### config.mk
export PLATFORM = sky130hd
export DESIGN_NAME = reqTracker
export DESIGN_NICKNAME = d
export VERILOG_FILES = /design/src/verilog/trackerPkg.sv /design/src/verilog/tagHeap.sv /design/src/verilog/reqIssue.sv /design/src/verilog/rspComplete.sv /design/src/verilog/trackerRegs.sv /design/src/verilog/reqTracker.sv
export VERILOG_INCLUDE_DIRS = /design/src /design/src/verilog
export SDC_FILE = /design/constraint.sdc
export NUM_CORES = 1
export LEC_CHECK = 0
export CAP_MARGIN = 0
export CORE_ASPECT_RATIO = 0.6
export CORE_MARGIN = 8
export CORE_UTILIZATION = 60
export CTS_CLUSTER_SIZE = 30
export DETAILED_ROUTE_END_ITERATION = 6
export DONT_BUFFER_PORTS = 1
export GPL_TIMING_DRIVEN = 0
export PLACE_DENSITY = 0.8
export SLEW_MARGIN = 20
export SYNTH_ARGS = -nofsm -noshare
export SYNTH_HDL_FRONTEND = slang
export SYNTH_HIERARCHICAL = 1
export SYNTH_SLANG_ARGS = --single-unit
### constraint.sdc
create_clock -name clk -period 13.2 [get_ports clk]
set_input_delay 0.66 -clock clk [delete_from_list [all_inputs] [get_ports clk]]
set_output_delay 0.66 -clock clk [all_outputs]
set_load 0.1 [all_outputs]
### src/verilog/tracker_config.svh
// ======================================================================
// Build-time parameters of the request tracker
// Included by the package and by the modules that size logic from them
// ======================================================================
`ifndef TRACKER_CONFIG_SVH
`define TRACKER_CONFIG_SVH

// Number of tags in the heap, a power of two
`define TRACK_ENTRIES     16
// Payload widths
`define TRACK_ADDR_BITS   32
`define TRACK_META_BITS   16
`define TRACK_DATA_BITS   32
// Free slots that must stay ahead of the allocation pointer
`define TRACK_MIN_FREE    1
// Extra register stages on the heap read path
`define TRACK_RSP_STAGES  1

`endif

### src/verilog/trackerPkg.sv
// ======================================================================
// Shared types of the request tracker, used by RTL and testbench
// ======================================================================
`default_nettype none
`include "tracker_config.svh"

package trackerPkg;

    // Payload and index vectors
    typedef logic [$clog2(`TRACK_ENTRIES)-1:0]   tagIdx;
    typedef logic [$clog2(`TRACK_ENTRIES+1)-1:0] tagCount;
    typedef logic [`TRACK_ADDR_BITS-1:0]         reqAddr;
    typedef logic [`TRACK_META_BITS-1:0]         metaWord;
    typedef logic [`TRACK_DATA_BITS-1:0]         rspWord;
    typedef logic [1:0]                          cfgAddr;
    typedef logic [7:0]                          cfgWord;

    // FSM states
    typedef enum logic [2:0] {issueIdle, issueAlloc, issueMemWait, issueMemDrop, issueHostDrop}
        issueState;
    typedef enum logic [2:0] {cplIdle, cplLookup, cplHostWait, cplHostDrop, cplMemDrop}
        cplState;

endpackage

`default_nettype wire

### src/verilog/tagHeap.sv
// ======================================================================
// Tag heap handing out slots round robin and holding one metadata word
// per slot; data is written at allocation and read back by index with
// a fixed pipeline latency
// ======================================================================
`timescale 1ns/1ps
`default_nettype none
`include "tracker_config.svh"

module tagHeap
(
    input  wire                   clk,
    input  wire                   reset,
    input  wire                   alloc,
    input  wire trackerPkg::metaWord allocData,
    output trackerPkg::tagIdx     allocIdx,
    output logic                  notFull,
    input  wire trackerPkg::tagIdx readIdx,
    output trackerPkg::metaWord   readData,
    input  wire                   free,
    input  wire trackerPkg::tagIdx freeIdx
);
    import trackerPkg::*;

    // notFull lags the busy bits by two cycles, so two more slots are required
    localparam int minFreeQ = `TRACK_MIN_FREE + 2;

    // One bit per slot, set while the slot is free
    logic [`TRACK_ENTRIES-1:0] notBusy;
    // Low bits repeated above the top to avoid wrap-around logic
    logic [minFreeQ+`TRACK_ENTRIES-1:0] notBusyRepl;
    logic [minFreeQ-1:0] checkBits;

    metaWord mem [`TRACK_ENTRIES];
    // Stage 0 is the memory read, the rest are output registers
    metaWord rdStage [`TRACK_RSP_STAGES+1];

    // ==================================================================
    // Allocation pointer and full check
    // ==================================================================
    assign notBusyRepl = {notBusy[minFreeQ-1:0], notBusy};

    always_ff @(posedge clk)
    begin
        if (reset)
        begin
            allocIdx  <= '0;
            checkBits <= '0;
            notFull   <= 1'b0;
        end
        else
        begin
            // Window of slots starting at the pointer, then reduced
            checkBits <= notBusyRepl[allocIdx +: minFreeQ];
            notFull   <= &checkBits;
            if (alloc)
            begin
                allocIdx <= (allocIdx == tagIdx'(`TRACK_ENTRIES-1)) ? '0 : allocIdx + 1'b1;
            end
        end
    end

    // Busy bits, cleared on allocation, set again the cycle after a free
    always_ff @(posedge clk)
    begin
        if (reset)
        begin
            notBusy <= '1;
        end
        else
        begin
            if (alloc)
            begin
                notBusy[allocIdx] <= 1'b0;
            end
            if (free)
            begin
                notBusy[freeIdx] <= 1'b1;
            end
        end
    end

    // ==================================================================
    // Data memory and read pipeline
    // ==================================================================
    always_ff @(posedge clk)
    begin
        if (alloc)
        begin
            mem[allocIdx] <= allocData;
        end
        rdStage[0] <= mem[readIdx];
        for (int s = 1; s <= `TRACK_RSP_STAGES; s++)
        begin
            rdStage[s] <= rdStage[s-1];
        end
    end

    // Valid TRACK_RSP_STAGES+1 cycles after readIdx
    assign readData = rdStage[`TRACK_RSP_STAGES];

endmodule

`default_nettype wire

### src/verilog/reqIssue.sv
// ======================================================================
// Issue side of the tracker: accepts a host read request, allocates a
// tag and passes the address to memory, acking the host only once the
// memory handshake has completed
// ======================================================================
`timescale 1ns/1ps
`default_nettype none

module reqIssue
(
    input  wire                     clk,
    input  wire                     reset,
    // Host request handshake
    input  wire                     hostReq,
    input  wire trackerPkg::reqAddr hostAddr,
    input  wire trackerPkg::metaWord hostMeta,
    output logic                    hostAck,
    // Issue permission from the register block
    input  wire                     issueAllowed,
    // Heap allocation port
    input  wire                     heapNotFull,
    input  wire trackerPkg::tagIdx  heapAllocIdx,
    output logic                    heapAlloc,
    output trackerPkg::metaWord     heapAllocData,
    // Memory request handshake
    output logic                    memReq,
    input  wire                     memAck,
    output trackerPkg::reqAddr      memAddr,
    output trackerPkg::tagIdx       memTag
);
    import trackerPkg::*;

    issueState state;

    // Host holds its metadata stable while hostReq is up
    assign heapAllocData = hostMeta;
    // One allocation per pass through the Alloc state
    assign heapAlloc = (state == issueAlloc);

    always_ff @(posedge clk)
    begin
        if (reset)
        begin
            state   <= issueIdle;
            memReq  <= 1'b0;
            hostAck <= 1'b0;
        end
        else
        begin
            case (state)
                issueIdle:
                begin
                    // hostAck is already low here
                    if (hostReq && issueAllowed && heapNotFull)
                    begin
                        state <= issueAlloc;
                    end
                end
                issueAlloc:
                begin
                    memReq <= 1'b1;
                    state  <= issueMemWait;
                end
                issueMemWait:
                begin
                    if (memAck)
                    begin
                        memReq <= 1'b0;
                        state  <= issueMemDrop;
                    end
                end
                issueMemDrop:
                begin
                    // Memory side finished, now answer the host
                    if (!memAck)
                    begin
                        hostAck <= 1'b1;
                        state   <= issueHostDrop;
                    end
                end
                issueHostDrop:
                begin
                    if (!hostReq)
                    begin
                        hostAck <= 1'b0;
                        state   <= issueIdle;
                    end
                end
                default:
                begin
                    state <= issueIdle;
                end
            endcase
        end
    end

    // Address and tag captured with the allocation
    always_ff @(posedge clk)
    begin
        if (state == issueAlloc)
        begin
            memAddr <= hostAddr;
            memTag  <= heapAllocIdx;
        end
    end

endmodule

`default_nettype wire

### src/verilog/rspComplete.sv
// ======================================================================
// Completion side of the tracker: takes a memory response, looks up
// the metadata stored under its tag, hands both to the host and frees
// the tag before acking memory
// ======================================================================
`timescale 1ns/1ps
`default_nettype none
`include "tracker_config.svh"

module rspComplete
(
    input  wire                      clk,
    input  wire                      reset,
    // Memory response handshake
    input  wire                      memRspReq,
    input  wire trackerPkg::tagIdx   memRspTag,
    input  wire trackerPkg::rspWord  memRspData,
    output logic                     memRspAck,
    // Heap read and free ports
    output trackerPkg::tagIdx        heapReadIdx,
    input  wire trackerPkg::metaWord heapReadData,
    output logic                     heapFree,
    output trackerPkg::tagIdx        heapFreeIdx,
    // Host completion handshake
    output logic                     cplReq,
    input  wire                      cplAck,
    output trackerPkg::metaWord      cplMeta,
    output trackerPkg::rspWord       cplData
);
    import trackerPkg::*;

    cplState state;
    // Counts the heap read latency
    logic [$clog2(`TRACK_RSP_STAGES+2)-1:0] waitCnt;
    tagIdx  rspTag;
    rspWord rspData;

    // Tag stays busy until freed, so the heap output holds during the handshake
    assign heapReadIdx = rspTag;
    assign heapFreeIdx = rspTag;
    assign cplMeta     = heapReadData;
    assign cplData     = rspData;

    always_ff @(posedge clk)
    begin
        if (reset)
        begin
            state     <= cplIdle;
            waitCnt   <= '0;
            cplReq    <= 1'b0;
            memRspAck <= 1'b0;
            heapFree  <= 1'b0;
        end
        else
        begin
            heapFree <= 1'b0;
            case (state)
                cplIdle:
                begin
                    if (memRspReq)
                    begin
                        waitCnt <= '0;
                        state   <= cplLookup;
                    end
                end
                cplLookup:
                begin
                    // Raise cplReq as the read data lands
                    if (waitCnt == `TRACK_RSP_STAGES)
                    begin
                        cplReq <= 1'b1;
                        state  <= cplHostWait;
                    end
                    else
                    begin
                        waitCnt <= waitCnt + 1'b1;
                    end
                end
                cplHostWait:
                begin
                    if (cplAck)
                    begin
                        cplReq <= 1'b0;
                        state  <= cplHostDrop;
                    end
                end
                cplHostDrop:
                begin
                    // Host done, release the tag and answer memory
                    if (!cplAck)
                    begin
                        heapFree  <= 1'b1;
                        memRspAck <= 1'b1;
                        state     <= cplMemDrop;
                    end
                end
                cplMemDrop:
                begin
                    if (!memRspReq)
                    begin
                        memRspAck <= 1'b0;
                        state     <= cplIdle;
                    end
                end
                default:
                begin
                    state <= cplIdle;
                end
            endcase
        end
    end

    // Response payload latched as the request is seen
    always_ff @(posedge clk)
    begin
        if (state == cplIdle && memRspReq)
        begin
            rspTag  <= memRspTag;
            rspData <= memRspData;
        end
    end

endmodule

`default_nettype wire

### src/verilog/trackerRegs.sv
// ======================================================================
// Configuration registers of the tracker: issue enable, outstanding
// limit and a read-only outstanding count; reads return a cycle late
// ======================================================================
`timescale 1ns/1ps
`default_nettype none
`include "tracker_config.svh"

module trackerRegs
(
    input  wire                     clk,
    input  wire                     reset,
    input  wire                     cfgWrite,
    input  wire trackerPkg::cfgAddr cfgSel,
    input  wire trackerPkg::cfgWord cfgWrData,
    output trackerPkg::cfgWord      cfgRdData,
    input  wire                     allocPulse,
    input  wire                     freePulse,
    output logic                    issueAllowed
);
    import trackerPkg::*;

    logic    issueEnable;
    tagCount outLimit;
    tagCount outCount;

    always_ff @(posedge clk)
    begin
        if (reset)
        begin
            issueEnable <= 1'b0;
            outLimit    <= tagCount'(`TRACK_ENTRIES);
            outCount    <= '0;
        end
        else
        begin
            if (cfgWrite && cfgSel == 2'd0)
            begin
                issueEnable <= cfgWrData[0];
            end
            if (cfgWrite && cfgSel == 2'd1)
            begin
                outLimit <= tagCount'(cfgWrData);
            end
            // Allocation and free in one cycle cancel out
            if (allocPulse && !freePulse)
            begin
                outCount <= outCount + 1'b1;
            end
            else if (freePulse && !allocPulse)
            begin
                outCount <= outCount - 1'b1;
            end
        end
    end

    // Registered read mux
    always_ff @(posedge clk)
    begin
        case (cfgSel)
            2'd0:    cfgRdData <= {7'b0, issueEnable};
            2'd1:    cfgRdData <= cfgWord'(outLimit);
            2'd2:    cfgRdData <= cfgWord'(outCount);
            default: cfgRdData <= '0;
        endcase
    end

    assign issueAllowed = issueEnable && (outCount < outLimit);

endmodule

`default_nettype wire

### src/verilog/reqTracker.sv
// ======================================================================
// Top level of the request tracker: register block, issue logic, tag
// heap and completion logic joined by the heap and counter signals
// ======================================================================
`timescale 1ns/1ps
`default_nettype none

module reqTracker
(
    input  wire                      clk,
    input  wire                      reset,
    // Host request
    input  wire                      hostReq,
    input  wire trackerPkg::reqAddr  hostAddr,
    input  wire trackerPkg::metaWord hostMeta,
    output logic                     hostAck,
    // Memory request
    output logic                     memReq,
    input  wire                      memAck,
    output trackerPkg::reqAddr       memAddr,
    output trackerPkg::tagIdx        memTag,
    // Memory response
    input  wire                      memRspReq,
    input  wire trackerPkg::tagIdx   memRspTag,
    input  wire trackerPkg::rspWord  memRspData,
    output logic                     memRspAck,
    // Host completion
    output logic                     cplReq,
    input  wire                      cplAck,
    output trackerPkg::metaWord      cplMeta,
    output trackerPkg::rspWord       cplData,
    // Configuration port
    input  wire                      cfgWrite,
    input  wire trackerPkg::cfgAddr  cfgSel,
    input  wire trackerPkg::cfgWord  cfgWrData,
    output trackerPkg::cfgWord       cfgRdData
);
    import trackerPkg::*;

    // Heap ports and issue permission
    logic    heapAlloc;
    metaWord heapAllocData;
    logic    heapNotFull;
    tagIdx   heapAllocIdx;
    tagIdx   heapReadIdx;
    metaWord heapReadData;
    logic    heapFree;
    tagIdx   heapFreeIdx;
    logic    issueAllowed;

    trackerRegs regsInst
    (
        .clk, .reset, .cfgWrite, .cfgSel, .cfgWrData, .cfgRdData,
        .allocPulse(heapAlloc), .freePulse(heapFree), .issueAllowed
    );

    reqIssue issueInst
    (
        .clk, .reset, .hostReq, .hostAddr, .hostMeta, .hostAck, .issueAllowed,
        .heapNotFull, .heapAllocIdx, .heapAlloc, .heapAllocData,
        .memReq, .memAck, .memAddr, .memTag
    );

    tagHeap heapInst
    (
        .clk, .reset, .alloc(heapAlloc), .allocData(heapAllocData),
        .allocIdx(heapAllocIdx), .notFull(heapNotFull),
        .readIdx(heapReadIdx), .readData(heapReadData),
        .free(heapFree), .freeIdx(heapFreeIdx)
    );

    rspComplete cplInst
    (
        .clk, .reset, .memRspReq, .memRspTag, .memRspData, .memRspAck,
        .heapReadIdx, .heapReadData, .heapFree, .heapFreeIdx,
        .cplReq, .cplAck, .cplMeta, .cplData
    );

endmodule

`default_nettype wire

# Yosys cells after proc, flatten, opt, wreduce, memory -nomap -nowiden

Memory sizes are Yosys's and may differ from the RTL's. A register that Yosys moved wholly into a read port is not among the register bits.
Cells that the tools add are included.

Flip-flop bits (word level): 125
Bits in writable memories: 288
Input bits: 101
Output and inout port bits: 96
Logic and storage cells: 128
Memories: 2

$add $sub $neg: 4
Order comparisons: 5
Equal/unequal tests: 22
Shift-type cells: 1
Mux-type cells: 40
Bitwise operators: 4
Reductions and logical operators: 30

Memory list:

| memory           | words | bits a word | read ports | clocked after memory_dff | write ports | line          | text |
|---|---|---|---|---|---|---|---|
| heapInst.mem     | 16    | 16          | 1          | 1                        | 1           | tagHeap.sv:34 | `` metaWord mem [`TRACK_ENTRIES]; `` |
| heapInst.rdStage | 2     | 16          | 2          | 0                        | 2           | tagHeap.sv:36 | `` metaWord rdStage [`TRACK_RSP_STAGES+1]; `` |

Operators with widths:

| operator                                                           | number |
|---|---|
| 2-to-1 mux 16 bit                                                  | 3 |
| case mux 3 bit (5 select lines)                                    | 2 |
| 2-to-1 mux 3 bit                                                   | 9 |
| variable part select 19 x 5 -> 3 bit                               | 1 |
| AND 16 bit                                                         | 1 |
| inequality test 2 bit (second input constant)                      | 8 |
| inverter 16 bit                                                    | 1 |
| OR 16 bit                                                          | 1 |
| case mux 5 bit (3 select lines)                                    | 1 |
| AND reduction 3 bit                                                | 5 |
| == test 3 x 2 -> 1 bit (second input constant)                     | 4 |
| 2-to-1 mux 1 bit                                                   | 12 |
| nonzero test 2 bit                                                 | 6 |
| logical AND 1 bit                                                  | 10 |
| less-than comparator 4 x 5 -> 1 bit (second input constant)        | 2 |
| 2-to-1 mux 5 bit                                                   | 2 |
| demux 1 bit (select 4 bit)                                         | 2 |
| greater-or-equal comparator 4 x 1 -> 1 bit (second input constant) | 2 |
| 2-to-1 mux 4 bit                                                   | 2 |
| case mux 1 bit (2 select lines)                                    | 4 |
| == test 3 x 1 -> 1 bit (second input constant)                     | 2 |
| == test 3 bit (second input constant)                              | 2 |
| logical NOT 3 bit                                                  | 2 |
| adder 5 x 1 -> 5 bit (second input constant)                       | 1 |
| other kinds (17)                                                   | 21 |

# Logic depth before layout (Yosys ltp)

Word-level depth: 10
Gate-level depth with buffers: 8

# By module

Netlist, hierarchy kept.

By module, submodules not included:

| module      | instances | cells an instance | area an instance (µm²) | seq. area each (µm²) |
|---|---|---|---|---|
| tagHeap     | 1         | 622               | 11867.6                | 8808.4 |
| rspComplete | 1         | 100               | 1651.6                 | 1241.2 |
| reqIssue    | 1         | 74                | 1448.9                 | 1181.1 |
| trackerRegs | 1         | 97                | 848.3                  | 320.3 |

# Least setup slack after synthesis

OpenSTA, ideal clock, no wires.

Kind: register to register
Start: reg issueInst.state[0]
End: reg regsInst.outCount[4]
Setup time: 0.121 ns
Arrival: 4.847 ns
Setup slack: 8.232 ns
Cell stages (with the launch flop): 9
Path buffers: 0
Clock period less this slack: 4.968 ns
Path through: dfxtp_1 > nor3b_1 > ha_1 > inv_1 > ha_1 > a21oi_1 > a211oi_1 > a31oi_1 > mux2_2

Word-level cells in the longest chain between the ends: 4
Elaborated cells on any way between the ends: 6

Ends and longest elaborated chain:

| what                                | line              | text |
|---|---|---|
| from (decl)                         | reqIssue.sv:33    | `issueState state;` |
| from (signal assigned)              | reqIssue.sv:44    | `state <= issueIdle;` |
| from (signal assigned)              | reqIssue.sv:56    | `state <= issueAlloc;` |
| from (signal assigned)              | reqIssue.sv:62    | `state <= issueMemWait;` |
| == test 3 x 1 -> 1 bit (*)          | reqIssue.sv:38    | `assign heapAlloc = (state == issueAlloc);` |
| via heapAlloc                       | reqTracker.sv:41  | `logic heapAlloc;` |
| logical NOT 1 bit                   | trackerRegs.sv:50 | `else if (freePulse && !allocPulse)` |
| logical AND 1 bit                   | trackerRegs.sv:50 |  |
| nonzero test 2 bit (no source line) | -                 |  |
| to (signal assigned)                | trackerRegs.sv:48 | `outCount <= outCount + 1'b1;` |
| to (signal assigned)                | trackerRegs.sv:52 | `outCount <= outCount - 1'b1;` |
| to (decl)                           | trackerRegs.sv:25 | `tagCount outCount;` |

The timed path passes the listed nets; every way through them passes the cells marked *.
A chain may end at the register's enable or synchronous reset.

# Worst setup path after layout

Start: reg issueInst.state[0]
End: mem heapInst/mem[4][2] in the netlist's numbering (enable)

Word-level cells in the longest chain between the ends: 3

Ends and longest elaborated chain:

| what                                   | line             | text |
|---|---|---|
| == test 3 x 1 -> 1 bit                 | reqIssue.sv:38   |  |
| via heapAlloc                          | reqTracker.sv:41 |  |
| 2-to-1 mux 1 bit                       | tagHeap.sv:88    | `if (alloc)` |
| 2-to-1 mux 1 bit (not written as such) | tagHeap.sv:90    | `mem[allocIdx] <= allocData;` |
| to (decl)                              | tagHeap.sv:34    |  |

The timed path passes the listed nets, and every way through them passes these cells.

==> run summary <==
LAYOUT
--------------------------------------------------------------------------------------------
Most common cell after layout, fill and taps aside ............................     edfxtp_1
Final design instance area without fill .......................................  0.0176 mm^2
Storage cell area .............................................................  0.0116 mm^2
Multi-input combinational cell area ........................................... 0.00353 mm^2
Number of nets in the finished design .........................................         1058
Ant diodes ....................................................................            0
Fraction of final layout cells sized beyond drive strength 1 ..................        0.201
Relative area change from synthesis to final layout ...........................        11.1%
Filler cells ..................................................................         1692
Top library cells by usage in the layout, fill and taps aside ................. edfxtp_1 (328), dfxtp_1 (85), buf_4 (61)

HOLD PATH
--------------------------------------------------------------------------------------------
Worst hold stages .............................................................            1
Start point of the worst min-delay path .......................................        reset
Destination of the worst hold path ............................................ issueInst/hostAck
Path type of the worst min-delay path .........................................    in -> reg

STA
--------------------------------------------------------------------------------------------
RSZ-0062 raised after global routing ..........................................           no
Min Tclk post-route ...........................................................      3.18 ns
Slew HR .......................................................................        0.222
Hold Violations, Final ........................................................            0
Slew Viols, Final .............................................................            0
Slew at the pin closest to its max-slew limit .................................      1.17 ns
F_max .........................................................................      315 MHz
Setup TNS Final ...............................................................         0 ns
Final setup violation count ...................................................            0
Fin Clk Skew ..................................................................    0.0222 ns
Post-route clock period utilization ...........................................        0.241

POWER
--------------------------------------------------------------------------------------------
Power Dens Cells ..............................................................  157 mW/mm^2
Worst ir drop on vdd ..........................................................     0.110 mV
Leakage power total ...........................................................      6.14 nW

CTS
--------------------------------------------------------------------------------------------
Clock slew seen by the registers of the worst setup and hold paths ............      0.06 ns
Buffer depth of the longest clock path ........................................            3
Number of H-tree branching levels .............................................            2
Sinks on the clock net ........................................................          413
Root Driver ...................................................................    clkbuf_16
Clock network latency to the later pin of the worst-skew pair .................      0.53 ns
Number of resized instances in the post-cts repair step .......................            0
CTS tree ......................................................................        built
CTS buffer count ..............................................................           37
Setup Buffers After CTS .......................................................            0
Number of buffers inserted by hold repair at cts ..............................            0

FLOORPLANNING
--------------------------------------------------------------------------------------------
Initial cell density of the core ..............................................        0.604
X dimension of the die ........................................................       226 um
Full die area .................................................................  0.0320 mm^2
Num rows ......................................................................           46
Number of I/O pins ............................................................          197
Area of the core ..............................................................  0.0262 mm^2
Die height ....................................................................       142 um

SYNTHESIS
--------------------------------------------------------------------------------------------
Per-instance average area after synthesis .....................................    17.7 um^2
Number of enable-type register cells in the synthesized netlist ...............          328
Area fraction of the dominant cell type after synthesis .......................        0.623
Leading cell types by total area after synthesis .............................. edfxtp_1 (62%), dfxtp_1 (11%), mux4_2 (6.4%), mux4_1 (3.7%), buf_4 (2.8%)
Share of synthesized flip-flops with an asynchronous set or reset .............            0
Basic-gate share of the synthesized area counting and, or, nand and nor cells .       0.0475
Complex-gate fraction of the synthesized area .................................       0.0517
Number of standard cells after synthesis ......................................          893
Post-synth top area cell ......................................................     edfxtp_1
Unique masters post-synth .....................................................           67
Synthesized-area fraction occupied by xor and xnor cells ......................      0.00166
Most used flip-flop cell after synthesis ......................................     edfxtp_1
Total of warnings raised by yosys .............................................            6
Share of synthesized area spent on multiplexers ...............................        0.110
Dominant combinational cell family by area after synthesis .................... multiplexers
Synth Area in Adders ..........................................................       0.0115
Post-synthesis instance area ..................................................  0.0158 mm^2
Part of the Yosys area used for sequential elements ...........................        0.730
Synth Register Bits ...........................................................          413

GRT
--------------------------------------------------------------------------------------------
Number of global-route vias before repair .....................................         7969
Antenna violations before repair ..............................................            2
Global-route wire length before repair ........................................      50.1 mm
M1 GR Usage ...................................................................        0.315
Largest net degree at the start of global routing .............................           18
Total congestion overflow .....................................................            0
Most used routing layer .......................................................         met1
GR met3 Demand/Resource .......................................................       0.0579
Met2 track demand over resource in global routing .............................        0.301
Total global routing track utilization ........................................        0.209

PLACE
--------------------------------------------------------------------------------------------
Final HPWL from detailed placement ............................................      22.3 mm
Post-DP Area ..................................................................  0.0163 mm^2
Number of buffers inserted by port buffering ..................................            0
Final estimated routing congestion in global placement ........................        0.904

CRITICAL PATH
--------------------------------------------------------------------------------------------
Reg2Reg Depth .................................................................            6
Worst reg2reg setup slack .....................................................     10.02 ns
Launch point of the worst reg-to-reg path ..................................... issueInst/state[0]
Crit Path Max Fanout ..........................................................           17
Data required time at the worst endpoint ......................................     13.33 ns
Category of the worst setup path launch point .................................    flip-flop
Type of the worst setup path ..................................................   reg -> reg
Launching element of the worst setup path ..................................... issueInst/state[0]
CP Capture Type ...............................................................    flip-flop
Endpoint of the worst-slack reg-to-reg timing path ............................ heapInst/mem[4][2]
Worst endpoint data arrival time ..............................................      3.31 ns

RUN STATUS
--------------------------------------------------------------------------------------------
Status ........................................................................    completed

DRT
--------------------------------------------------------------------------------------------
First-pass iteration count of the detailed router .............................            5
Wire length reported by the detailed router ...................................      33.7 mm
Routed vias/inst ..............................................................         6.11
Wire per inst .................................................................      25.3 um
Count of antenna-violating nets left after detailed routing ...................            0
Residual DRC count ............................................................            0
Detailed router's first-iteration violation count .............................          992
Detailed-route via count ......................................................         8140

RUN
--------------------------------------------------------------------------------------------
Max-capacitance violation count ...............................................            0

cells by family after synthesis:
logic type	count (synthesis)
AOI/OAI and AO/OA	120
xor gates and xnor gates	3
adders and majority gates	14
buffers and inverters	123
DFF	413
muxes	81
other	1
and+or+nand+nor	138
power breakdown:
part | leakage [nW] | switching [mW] | internal, mW
sequential | 3.67 | 0.0653 | 1.43
clock | 0.608 | 0.449 | 0.630
combinational | 1.86 | 0.123 | 0.0601
total | 6.14 | 0.637 | 2.12
area by class of cell:
cell class | count | share of cell area
multi-input cells | 359 | 0.201
clock inverters | 15 | 0.00868
repair buffers | 9 | 0.00356
inverters | 29 | 0.00619
plain buffers | 94 | 0.0366
flip-flops and latches | 413 | 0.657
well taps | 360 | 0.0256
clock buffers | 53 | 0.0614
worst max-delay path by stage:
stage	to	depth (start not counted)
floorplan	regsInst/outCount[4]	8
global placement	heapInst/mem[5][9]	5
detailed placement	heapInst/mem[4][4]	6
CTS	heapInst/mem[4][2]	6
global route	heapInst/mem[7][2]	6
finish	heapInst/mem[4][2]	6
flip-flops by register name, summed over array words and instances, names as in the netlist, 2 cells and up:
signal               cells
heapInst/mem           256
cplInst/cplData         32
heapInst/rdStage        32
issueInst/memAddr       32
heapInst/notBusy        16
regsInst/cfgRdData       5
regsInst/outCount        5
regsInst/outLimit        5
cplInst/heapFreeIdx      4
heapInst/allocIdx        4
issueInst/memTag         4
cplInst/state            3
heapInst/checkBits       3
issueInst/state          3
cplInst/waitCnt          2
per-layer routing:
layer	part of all wire	wire length [um]
met1	0.44	14800
met2	0.43	14500
met5	0.00039	13
met3	0.12	3970
met4	0.013	427
through the flow:
stage	cells	setup slack (ns)	hold WS (ns)	total power [mW]	util
3_3_place_gp	1255	6.80	0.310	1.70	0.621
3_5_place_dp	1264	10.09	0.313	1.71	0.624
2_1_floorplan	895	8.23	0.310	1.67	-
5_1_grt	1332	9.85	0.181	2.84	0.671
4_1_cts	1332	10.09	0.174	2.78	0.671
6_report	1332	10.02	0.207	2.76	0.671
worst max-delay path, cell delays in order, from the launching register on:
cell and delay (ns):
dfxtp_1 0.43, nor3b_2 0.39, buf_4 0.25, clkbuf_1 0.30, nand2_1 0.14, nor2_1 0.34, and2_1 0.90
synth_stat cells, types with 6 or more instances:
library cell / n
edfxtp_1: 328
dfxtp_1: 85
buf_4: 59
mux4_2: 45
nand2_1: 40
a22oi_1: 34
a21oi_1: 29
inv_1: 29
nor2_1: 25
mux4_1: 22
o21ai_0: 20
and2_1: 17
clkbuf_1: 17
ha_1: 13
mux2i_1: 13
nand3_1: 12
nor2b_1: 10
buf_2: 8
buf_6: 7
a22o_1: 6
Power figures use the tool's default switching activity.
